File: src/verilog/tenyr_cfg.svh
`ifndef TENYR_CFG_SVH
`define TENYR_CFG_SVH

// Word address of the first fetched instruction
`define TENYR_RESET_VECTOR 32'h0000_0000

// Entries in the instruction queue
`define TENYR_QUEUE_DEPTH 4

// Data and address width
`define TENYR_XLEN 32

`endif

File: src/verilog/tenyrPkg.sv
`include "tenyr_cfg.svh"

package tenyrPkg;

    typedef enum logic [3:0] {
        orOp    = 4'h0,  // X | Y
        andOp   = 4'h1,  // X & Y
        addOp   = 4'h2,  // X + Y
        mulOp   = 4'h3,  // Low word of X * Y
        res4Op  = 4'h4,  // Reserved
        shlOp   = 4'h5,  // Logical left shift
        ltOp    = 4'h6,  // Signed less than
        eqOp    = 4'h7,
        gtOp    = 4'h8,  // Signed greater than
        andnOp  = 4'h9,  // X & ~Y
        xorOp   = 4'ha,
        subOp   = 4'hb,
        xnorOp  = 4'hc,
        shrOp   = 4'hd,  // Logical right shift
        neOp    = 4'he,
        res15Op = 4'hf   // Reserved
    } aluOp_t;

    // Instruction word as it sits in memory, msb first
    typedef struct packed {
        logic        illegalTop;
        logic        kind;     // Immediate becomes the right operand
        logic        storing;
        logic        deref;
        logic [3:0]  z;
        logic [3:0]  x;
        logic [3:0]  y;
        aluOp_t      op;
        logic [11:0] imm;      // Sign extended before use
    } insnFields_t;

    typedef struct packed {
        logic [`TENYR_XLEN-1:0] pc;    // Word address
        logic [`TENYR_XLEN-1:0] insn;
    } queueItem_t;

    typedef struct packed {
        logic                   valid;
        logic [`TENYR_XLEN-1:0] target;  // Word address
    } redirect_t;

endpackage

File: src/verilog/execUnit.sv
`include "tenyr_cfg.svh"
`timescale 1ns/1ps

module execUnit (
    input  logic                     clk,
    input  logic                     reset_n,
    input  logic                     popValid,
    input  tenyrPkg::queueItem_t     popItem,
    input  logic [`TENYR_XLEN-1:0]   valueZ,
    input  logic [`TENYR_XLEN-1:0]   valueX,
    input  logic [`TENYR_XLEN-1:0]   valueY,
    output logic                     popReady,
    output logic [3:0]               indexZ,
    output logic [3:0]               indexX,
    output logic [3:0]               indexY,
    output logic [`TENYR_XLEN-1:0]   nextPc,
    output logic                     writeEn,
    output logic [`TENYR_XLEN-1:0]   writeData,
    output tenyrPkg::redirect_t      redirect,
    output logic                     halt,
    output logic                     dmAwvalid,
    output logic [`TENYR_XLEN-1:0]   dmAwaddr,
    input  logic                     dmAwready,
    output logic                     dmWvalid,
    output logic [`TENYR_XLEN-1:0]   dmWdata,
    output logic [`TENYR_XLEN/8-1:0] dmWstrb,
    input  logic                     dmWready,
    input  logic                     dmBvalid,
    input  logic [1:0]               dmBresp,
    output logic                     dmBready,
    output logic                     dmArvalid,
    output logic [`TENYR_XLEN-1:0]   dmAraddr,
    input  logic                     dmArready,
    input  logic                     dmRvalid,
    input  logic [`TENYR_XLEN-1:0]   dmRdata,
    input  logic [1:0]               dmRresp,
    output logic                     dmRready
);
    typedef enum logic [1:0] {
        idle,
        loadWait,
        storeWait
    } memState_t;

    memState_t                     state;
    tenyrPkg::insnFields_t         insn;
    logic                          active;   // Low through reset and one cycle after
    logic [3:0]                    loadZ;    // Destination of the open load
    logic signed [`TENYR_XLEN-1:0] immExt;
    logic signed [`TENYR_XLEN-1:0] lhs;
    logic signed [`TENYR_XLEN-1:0] right;
    logic [`TENYR_XLEN-1:0]        addend;
    logic [`TENYR_XLEN-1:0]        aluOut;
    logic [`TENYR_XLEN-1:0]        rhs;
    logic [`TENYR_XLEN-1:0]        result;

    wire illegal = &popItem.insn;
    wire popFire = popValid && popReady;
    wire aluFire = popFire && !illegal && !insn.storing && !insn.deref;
    wire loadDone = state == loadWait && dmRvalid;
    wire storeDone = state == storeWait && dmBvalid;
    wire retire = aluFire || loadDone;
    wire busError = (storeDone && dmBresp[1]) || (loadDone && dmRresp[1]);

    assign insn = tenyrPkg::insnFields_t'(popItem.insn);
    assign popReady = active && !halt && state == idle;
    assign indexZ = (state == loadWait) ? loadZ : insn.z;
    assign indexX = insn.x;
    assign indexY = insn.y;
    assign nextPc = popItem.pc + 1'b1;

    assign result = loadDone ? dmRdata : rhs;
    assign writeEn = retire && indexZ != 4'hf;
    assign writeData = result;
    assign redirect = '{valid: retire && indexZ == 4'hf, target: result};  // Writes to r15 branch

    assign dmWstrb = '1;
    assign dmBready = state == storeWait;
    assign dmRready = state == loadWait;

    // Operand order follows the kind bit
    assign immExt = {{(`TENYR_XLEN-12){insn.imm[11]}}, insn.imm};
    assign lhs = valueX;
    assign right = insn.kind ? immExt : valueY;
    assign addend = insn.kind ? valueY : immExt;

    always_comb begin
        case (insn.op)
            tenyrPkg::orOp:   aluOut = lhs | right;
            tenyrPkg::andOp:  aluOut = lhs & right;
            tenyrPkg::addOp:  aluOut = lhs + right;
            tenyrPkg::mulOp:  aluOut = lhs * right;
            tenyrPkg::shlOp:  aluOut = lhs << right;
            tenyrPkg::ltOp:   aluOut = {`TENYR_XLEN{lhs < right}};  // All ones when true
            tenyrPkg::eqOp:   aluOut = {`TENYR_XLEN{lhs == right}};
            tenyrPkg::gtOp:   aluOut = {`TENYR_XLEN{lhs > right}};
            tenyrPkg::andnOp: aluOut = lhs & ~right;
            tenyrPkg::xorOp:  aluOut = lhs ^ right;
            tenyrPkg::subOp:  aluOut = lhs - right;
            tenyrPkg::xnorOp: aluOut = lhs ~^ right;
            tenyrPkg::shrOp:  aluOut = lhs >> right;
            tenyrPkg::neOp:   aluOut = {`TENYR_XLEN{lhs != right}};
            default:          aluOut = '0;  // Reserved ops
        endcase
        rhs = aluOut + addend;
    end

    // Request payload captured at pop, valid only from the next cycle
    always_ff @(posedge clk) begin
        if (popFire) begin
            loadZ <= insn.z;
            dmAwaddr <= {(insn.deref ? rhs[`TENYR_XLEN-3:0] : valueZ[`TENYR_XLEN-3:0]), 2'b00};
            dmWdata <= insn.deref ? valueZ : rhs;
            dmAraddr <= {rhs[`TENYR_XLEN-3:0], 2'b00};
        end
    end

    always_ff @(posedge clk) begin
        if (!reset_n) begin
            state <= idle;
            active <= 1'b0;
            halt <= 1'b0;
            dmAwvalid <= 1'b0;
            dmWvalid <= 1'b0;
            dmArvalid <= 1'b0;
        end else begin
            active <= 1'b1;
            if ((popFire && illegal) || busError)
                halt <= 1'b1;
            case (state)
                idle: begin
                    if (popFire && !illegal && insn.storing) begin
                        dmAwvalid <= 1'b1;  // AW and W together
                        dmWvalid <= 1'b1;
                        state <= storeWait;
                    end else if (popFire && !illegal && insn.deref) begin
                        dmArvalid <= 1'b1;
                        state <= loadWait;
                    end
                end
                storeWait: begin
                    if (dmAwready)
                        dmAwvalid <= 1'b0;
                    if (dmWready)
                        dmWvalid <= 1'b0;
                    if (dmBvalid)
                        state <= idle;
                end
                loadWait: begin
                    if (dmArready)
                        dmArvalid <= 1'b0;
                    if (dmRvalid)
                        state <= idle;
                end
                default: state <= idle;
            endcase
        end
    end

endmodule

File: src/verilog/fetchUnit.sv
`include "tenyr_cfg.svh"
`timescale 1ns/1ps

module fetchUnit (
    input  logic                                    clk,
    input  logic                                    reset_n,
    input  tenyrPkg::redirect_t                     redirect,
    input  logic                                    halt,
    input  logic                                    imArready,
    input  logic                                    imRvalid,
    input  logic [`TENYR_XLEN-1:0]                  imRdata,
    input  logic [1:0]                              imRresp,
    input  logic                                    pushReady,
    input  logic [$clog2(`TENYR_QUEUE_DEPTH+1)-1:0] freeSlots,
    output logic                                    imArvalid,
    output logic [`TENYR_XLEN-1:0]                  imAraddr,
    output logic                                    imRready,
    output logic                                    pushValid,
    output tenyrPkg::queueItem_t                    pushItem
);
    localparam int SlotW = $bits(freeSlots);

    logic [`TENYR_XLEN-1:0] fetchPc;     // Next word to request
    logic [`TENYR_XLEN-1:0] arPc;        // Word on the AR channel
    logic [`TENYR_XLEN-1:0] addrQ [2];   // Addresses of outstanding reads
    logic                   wrSel;
    logic                   rdSel;
    logic [1:0]             inFlight;
    logic [1:0]             dropCount;   // Stale responses still to come

    wire arFire = imArvalid && imArready;
    wire rFire = imRvalid && imRready;
    wire stale = redirect.valid || dropCount != 2'd0;
    wire [1:0] inFlightNext = inFlight + 2'(arFire) - 2'(rFire);
    wire [1:0] reserved = inFlight + 2'(arFire);
    wire [`TENYR_XLEN-1:0] issuePc = redirect.valid ? redirect.target : fetchPc;

    // Every outstanding read keeps a queue slot for its response
    wire canIssue = !halt && pushReady && inFlightNext < 2'd2 && freeSlots > SlotW'(reserved);

    assign imRready = 1'b1;
    assign imAraddr = {arPc[`TENYR_XLEN-3:0], 2'b00};
    assign pushValid = rFire && !stale;
    // A failed read becomes an all-ones word so the core halts on it
    assign pushItem = '{pc: addrQ[rdSel], insn: imRresp[1] ? '1 : imRdata};

    always_ff @(posedge clk) begin
        if (arFire)
            addrQ[wrSel] <= arPc;
    end

    always_ff @(posedge clk) begin
        if (!reset_n) begin
            imArvalid <= 1'b0;
            arPc <= `TENYR_RESET_VECTOR;
            fetchPc <= `TENYR_RESET_VECTOR;
            wrSel <= 1'b0;
            rdSel <= 1'b0;
            inFlight <= 2'd0;
            dropCount <= 2'd0;
        end else begin
            inFlight <= inFlightNext;
            if (arFire)
                wrSel <= !wrSel;
            if (rFire)
                rdSel <= !rdSel;
            // A pending AR still goes out and its data is dropped too
            if (redirect.valid)
                dropCount <= inFlight + 2'(imArvalid) - 2'(rFire);
            else if (rFire && dropCount != 2'd0)
                dropCount <= dropCount - 2'd1;
            if (redirect.valid)
                fetchPc <= redirect.target;
            if (!imArvalid || imArready) begin
                imArvalid <= canIssue;
                if (canIssue) begin
                    arPc <= issuePc;
                    fetchPc <= issuePc + 1'b1;
                end
            end
        end
    end

endmodule

File: src/verilog/insnQueue.sv
`include "tenyr_cfg.svh"
`timescale 1ns/1ps

module insnQueue #(
    parameter int DEPTH = `TENYR_QUEUE_DEPTH
) (
    input  logic                         clk,
    input  logic                         reset_n,
    input  logic                         flush,
    input  logic                         pushValid,
    input  tenyrPkg::queueItem_t         pushItem,
    input  logic                         popReady,
    output logic                         pushReady,
    output logic                         popValid,
    output tenyrPkg::queueItem_t         popItem,
    output logic [$clog2(DEPTH+1)-1:0]   freeSlots
);
    localparam int PtrW = $clog2(DEPTH);
    localparam int CntW = $clog2(DEPTH + 1);

    tenyrPkg::queueItem_t slots [DEPTH];
    logic [PtrW-1:0]      rdPtr;
    logic [PtrW-1:0]      wrPtr;
    logic [CntW-1:0]      count;

    wire doPush = pushValid && pushReady;
    wire doPop = popValid && popReady;

    // Wraps at DEPTH so odd depths work
    function automatic logic [PtrW-1:0] bump(input logic [PtrW-1:0] ptr);
        return (ptr == PtrW'(DEPTH - 1)) ? '0 : ptr + 1'b1;
    endfunction

    assign pushReady = count != CntW'(DEPTH);
    assign popValid = count != '0;
    assign popItem = slots[rdPtr];
    assign freeSlots = CntW'(DEPTH) - count;

    always_ff @(posedge clk) begin
        if (doPush && !flush)
            slots[wrPtr] <= pushItem;
    end

    always_ff @(posedge clk) begin
        if (!reset_n) begin
            rdPtr <= '0;
            wrPtr <= '0;
            count <= '0;
        end else if (flush) begin  // Redirect drops everything queued
            rdPtr <= '0;
            wrPtr <= '0;
            count <= '0;
        end else begin
            if (doPush)
                wrPtr <= bump(wrPtr);
            if (doPop)
                rdPtr <= bump(rdPtr);
            count <= count + CntW'(doPush) - CntW'(doPop);
        end
    end

endmodule

File: src/verilog/regFile.sv
`include "tenyr_cfg.svh"
`timescale 1ns/1ps

module regFile (
    input  logic                   clk,
    input  logic                   reset_n,
    input  logic [3:0]             indexZ,
    input  logic [3:0]             indexX,
    input  logic [3:0]             indexY,
    input  logic [`TENYR_XLEN-1:0] nextPc,
    input  logic                   writeEn,
    input  logic [`TENYR_XLEN-1:0] writeData,
    output logic [`TENYR_XLEN-1:0] valueZ,
    output logic [`TENYR_XLEN-1:0] valueX,
    output logic [`TENYR_XLEN-1:0] valueY
);
    logic [`TENYR_XLEN-1:0] regs [1:14];  // r0 and r15 have no storage

    function automatic logic [`TENYR_XLEN-1:0] readReg(input logic [3:0] index);
        if (index == 4'h0)
            return '0;
        if (index == 4'hf)
            return nextPc;  // r15 is the pc of the next instruction
        return regs[index];
    endfunction

    always_comb begin
        valueZ = readReg(indexZ);
        valueX = readReg(indexX);
        valueY = readReg(indexY);
    end

    always_ff @(posedge clk) begin
        if (!reset_n) begin
            for (int i = 1; i <= 14; i++)
                regs[i] <= '0;
        end else if (writeEn && indexZ != 4'h0 && indexZ != 4'hf) begin
            regs[indexZ] <= writeData;
        end
    end

endmodule

File: src/verilog/tenyrCore.sv
`include "tenyr_cfg.svh"
`timescale 1ns/1ps

module tenyrCore (
    input  logic                     clk,
    input  logic                     reset_n,
    output logic                     imArvalid,
    output logic [`TENYR_XLEN-1:0]   imAraddr,
    input  logic                     imArready,
    input  logic                     imRvalid,
    input  logic [`TENYR_XLEN-1:0]   imRdata,
    input  logic [1:0]               imRresp,
    output logic                     imRready,
    output logic                     dmAwvalid,
    output logic [`TENYR_XLEN-1:0]   dmAwaddr,
    input  logic                     dmAwready,
    output logic                     dmWvalid,
    output logic [`TENYR_XLEN-1:0]   dmWdata,
    output logic [`TENYR_XLEN/8-1:0] dmWstrb,
    input  logic                     dmWready,
    input  logic                     dmBvalid,
    input  logic [1:0]               dmBresp,
    output logic                     dmBready,
    output logic                     dmArvalid,
    output logic [`TENYR_XLEN-1:0]   dmAraddr,
    input  logic                     dmArready,
    input  logic                     dmRvalid,
    input  logic [`TENYR_XLEN-1:0]   dmRdata,
    input  logic [1:0]               dmRresp,
    output logic                     dmRready,
    output logic                     halt
);
    tenyrPkg::redirect_t                     redirect;
    tenyrPkg::queueItem_t                    pushItem;
    tenyrPkg::queueItem_t                    popItem;
    logic                                    pushValid;
    logic                                    pushReady;
    logic                                    popValid;
    logic                                    popReady;
    logic [$clog2(`TENYR_QUEUE_DEPTH+1)-1:0] freeSlots;
    logic [3:0]                              indexZ;
    logic [3:0]                              indexX;
    logic [3:0]                              indexY;
    logic [`TENYR_XLEN-1:0]                  nextPc;
    logic                                    writeEn;
    logic [`TENYR_XLEN-1:0]                  writeData;
    logic [`TENYR_XLEN-1:0]                  valueZ;
    logic [`TENYR_XLEN-1:0]                  valueX;
    logic [`TENYR_XLEN-1:0]                  valueY;

    fetchUnit fetch0 (.*);

    insnQueue queue0 (.flush(redirect.valid), .*);  // Branch empties the queue

    execUnit exec0 (.*);

    regFile regs0 (.*);

endmodule

File: config.mk
export PLATFORM = sky130hd
export DESIGN_NAME = tenyrCore
export DESIGN_NICKNAME = d
export VERILOG_FILES = /design/src/verilog/tenyrPkg.sv /design/src/verilog/execUnit.sv /design/src/verilog/fetchUnit.sv /design/src/verilog/insnQueue.sv /design/src/verilog/regFile.sv /design/src/verilog/tenyrCore.sv
export VERILOG_INCLUDE_DIRS = /design/src /design/src/verilog
export SDC_FILE = /design/constraint.sdc
export NUM_CORES = 2
export LEC_CHECK = 0
export CORE_UTILIZATION = 48
export CTS_CLUSTER_DIAMETER = 60
export DETAILED_ROUTE_END_ITERATION = 10
export DONT_BUFFER_PORTS = 1
export RECOVER_POWER = 100
export SYNTH_ARGS = -nofsm -noshare
export SYNTH_HDL_FRONTEND = slang
export SYNTH_SLANG_ARGS = --single-unit
File: constraint.sdc
create_clock -name clk -period 21.2 [get_ports clk]
set_input_delay 1.06 -clock clk [delete_from_list [all_inputs] [get_ports clk]]
set_output_delay 1.06 -clock clk [all_outputs]
set_load 0.005 [all_outputs]
==> summary.txt <==
STA
  • Slew @ Worst Pin: 5.05 ns
  • Final min period: a little under 20 ns
  • F_max: between 50 and 60 MHz
  • Fin. Hold Viols: 0
  • Clock skew: roughly 0.066 ns
  • Unrepaired setup endpoints after global routing: no
  • Final period util: 0.909
  • Setup violations, final: 0
  • Setup Total Neg Slack: 0 ns
  • Slew HR: -2.36
  • Max Slew Vio Count: roughly 1500

Setup path
  • CP top delay family: simple AND/OR/NAND/NOR gates
  • Setup CP Type: reg -> reg
  • Worst path buffer plus inverter count: 6
  • Levels on crit path: 40
  • CP Max Fanout: 34
  • Required time worst endpoint: between 20 and 25 ns
  • CP max stage cell: clkbuf_1
  • WP data arrival: ~20 ns
  • CP Capture Type: flop
  • Worst Setup Start Kind: flop
  • CP peak stage delay: ~1.6 ns
  • CP most frequent cell: nor4_1
  • R2R cell count: 40

Outcome
  • Status: finished, violations left
  • Failing checks: DRC, capacitance limit, slew limit

Synthesis
  • Synth Instances: around 8500
  • Xor/xnor share of the synthesized area: 0.0257
  • Multiplexer share of the synthesized area: 0.0870
  • Simple-Gate Fraction of Synth Area: 0.177
  • Yosys cell types: 122
  • Synth Register Bits: 1016
  • Ys flop type: edfxtp_1
  • Ys async rst share: 0
  • Synthesized area: between 0.07 and 0.08 sq mm
  • Sequential fraction of the synthesis area: 0.371
  • Ys Warns: 0
  • Post-synth EDFFs: just over 900
  • Compound-Gate Fraction of Synth Area: 0.121
  • Post-synthesis adder-cell area fraction: 0.149
  • Main combinational cell family by area after synthesis: simple AND/OR/NAND/NOR gates
  • Mean Syn Cell Area: ~9.4 sq um

Clocking
  • Root buffer cell: clkbuf_16
  • Num CTS Buffers: ~110
  • Clk pin slew, worst setup/hold paths: around 0.060 ns
  • Total clock sinks: roughly 1000
  • CTS Buffer Depth: 3
  • CTS tree: built
  • Post-CTS setup buffers: 0
  • Cts hold-fix bufs: 0
  • Post-CTS sizing: 0
  • H-tree depth: 3
  • Worst-Skew Late Latency: between 0.8 and 0.9 ns

Global routing
  • Total Routing Usage GR: 0.418
  • Remaining global-route overflow: 0
  • First-pass GRT wire length: ~500000 um
  • Initial antenna violation count: 24
  • Number of global-route vias before repair: just under 70000
  • Largest net degree at the start of global routing: 120

Floorplanning
  • Core box area: ~0.17 sq mm
  • Starting density of the core: 0.484
  • I/O pins: 219
  • Row count: approximately 150
  • Die Ht: 410 um
  • Die span in x: slightly above 400 um
  • Die area: 0.168 sq mm

Layout
  • Fin nets: just over 9000
  • Layout cells sized above 1: 0.0837
  • Area growth syn-to-layout: 7.40%

Placement
  • I/O Buffers: 0
  • GPL Wtd Cong: between 1 and 1.5
  • Post-detail-place hpwl: ~240000 um

Detailed routing
  • Routed WL: ~360000 um
  • Starting DRT DRC Count: 10984
  • Initial DRT Pass Iterations: 11
  • Vias: ~70000
  • WL/cell: approximately 34 um
  • Via density: 6.63
  • Antenna Nets Post-Route: 0
  • # DRC: 20

Job
  • Max Cap Viol: 50

Min path
  • Hold path cells: 0
  • HP Class: in -> reg
==> metal layers <==
| metal | part of all wire | GRT usage | vias to the layer above |
|---|---|---|---|
| met4 | 0.076 | 0.268 | 18 |
| met5 | 0.00037 | 0 | - |
| met3 | 0.14 | 0.137 | 1272 |
| met2 | 0.42 | 0.616 | 5397 |
| met1 | 0.36 | 0.525 | 34549 |
| li1 | - | - | 29230 |
==> synthesized netlist by cell type, types with 66 or more instances <==
| master | number | area (sq um) |
|---|---|---|
| fa_1 | 412 | 8250 |
| mux2_2 | 78 | 878 |
| mux2i_1 | 338 | 3380 |
| a21oi_1 | 367 | 1840 |
| edfxtp_1 | 928 | 27900 |
| mux4_2 | 108 | 2430 |
| buf_4 | 71 | 533 |
| and3_1 | 69 | 432 |
| nand3_1 | 310 | 1550 |
| inv_1 | 607 | 2280 |
| nor3_1 | 107 | 536 |
| nand2_1 | 1318 | 4950 |
| nor2_1 | 1191 | 4470 |
| ha_1 | 295 | 3690 |
| buf_1 | 93 | 349 |
| clkbuf_1 | 390 | 1460 |
| o22ai_1 | 66 | 413 |
| a211oi_1 | 85 | 638 |
| xnor2_1 | 141 | 1230 |
| dfxtp_1 | 88 | 1760 |
| a311oi_1 | 88 | 771 |
| o21ai_0 | 300 | 1500 |
==> kinds of logic after synthesis <==
logic type / Yosys count
AO/OA/AOI/OAI: 1450
XOR/XNOR: 217
adder cells (fa/ha/maj): 707
buffers and inverters: 1290
flip-flops: 1016
multiplexers: 536
other: 2
AND/OR/NAND/NOR: 3321
==> registers in the layout (all words and copies together) (netlist names), 3 cells and up, named ones only <==
register / cells
exec0.dmAraddr: 30
queue0.slots: 256
exec0.dmWdata: 32
regs0.regs: 512
exec0.loadZ: 4
fetch0.arPc: 32
exec0.dmAwaddr: 30
fetch0.fetchPc: 32
queue0.count: 3
fetch0.addrQ: 64
==> layout make-up <==
cell class	instances	area [sq um]
Tap cell	2189	2740
Sequential cell	1016	29600
Clock inverter	65	721
Clock buffer	145	3040
Inverter	639	2400
Timing Repair Buffer	266	1840
Fill cell	15231	79400
Antenna cell	6	15.0
Multi-Input combinational cell	6306	45400
==> placed cells by master, fill, tap and decap left out, drive strengths merged, types with 143 or more instances in the layout <==
cell    Yosys  routed
inv       620     624
clkbuf    391     199
ha        295     295
nand3     312     312
mux2i     338     338
nand2    1319    1319
nor2     1203    1203
buf       260     212
a21oi     369     369
o21ai     317     317
edfxtp    928     928
fa        412     412
xnor2     143     143
==> per-stage QoR <==
step | std cells | instance area, sq um | hold slack [ns] | worst slack, ns | utilization
5_1_grt | 10626 | 85800 | 0.279 | 1.70 | 0.519
2_1_floorplan | 8612 | 80200 | 0.420 | 8.12 | -
3_3_place_gp | 10416 | 82500 | 0.437 | 4.59 | 0.499
3_5_place_dp | 10416 | 82500 | 0.448 | 4.40 | 0.499
4_1_cts | 10626 | 86200 | 0.277 | 4.35 | 0.522
6_report | 10632 | 85800 | 0.308 | 1.93 | 0.519
==> final timing paths <==
path | start | endpoint | slack [ns]
min reg2reg | fetch0.arPc[30]$_SDFFE_PN0P_ | fetch0.addrQ[1][30]$_DFFE_PP_ | 0.47
max | flop | fetch0.fetchPc[30]$_SDFF_PN0_ | 1.93
max reg2reg | flop | fetch0.fetchPc[30]$_SDFF_PN0_ | 1.93
min | reset_n | exec0.active$_DFF_P_ | 0.31
Power is not shown: default switching activity piles up to over one toggle a cycle in this logic, so the estimate is an artifact.
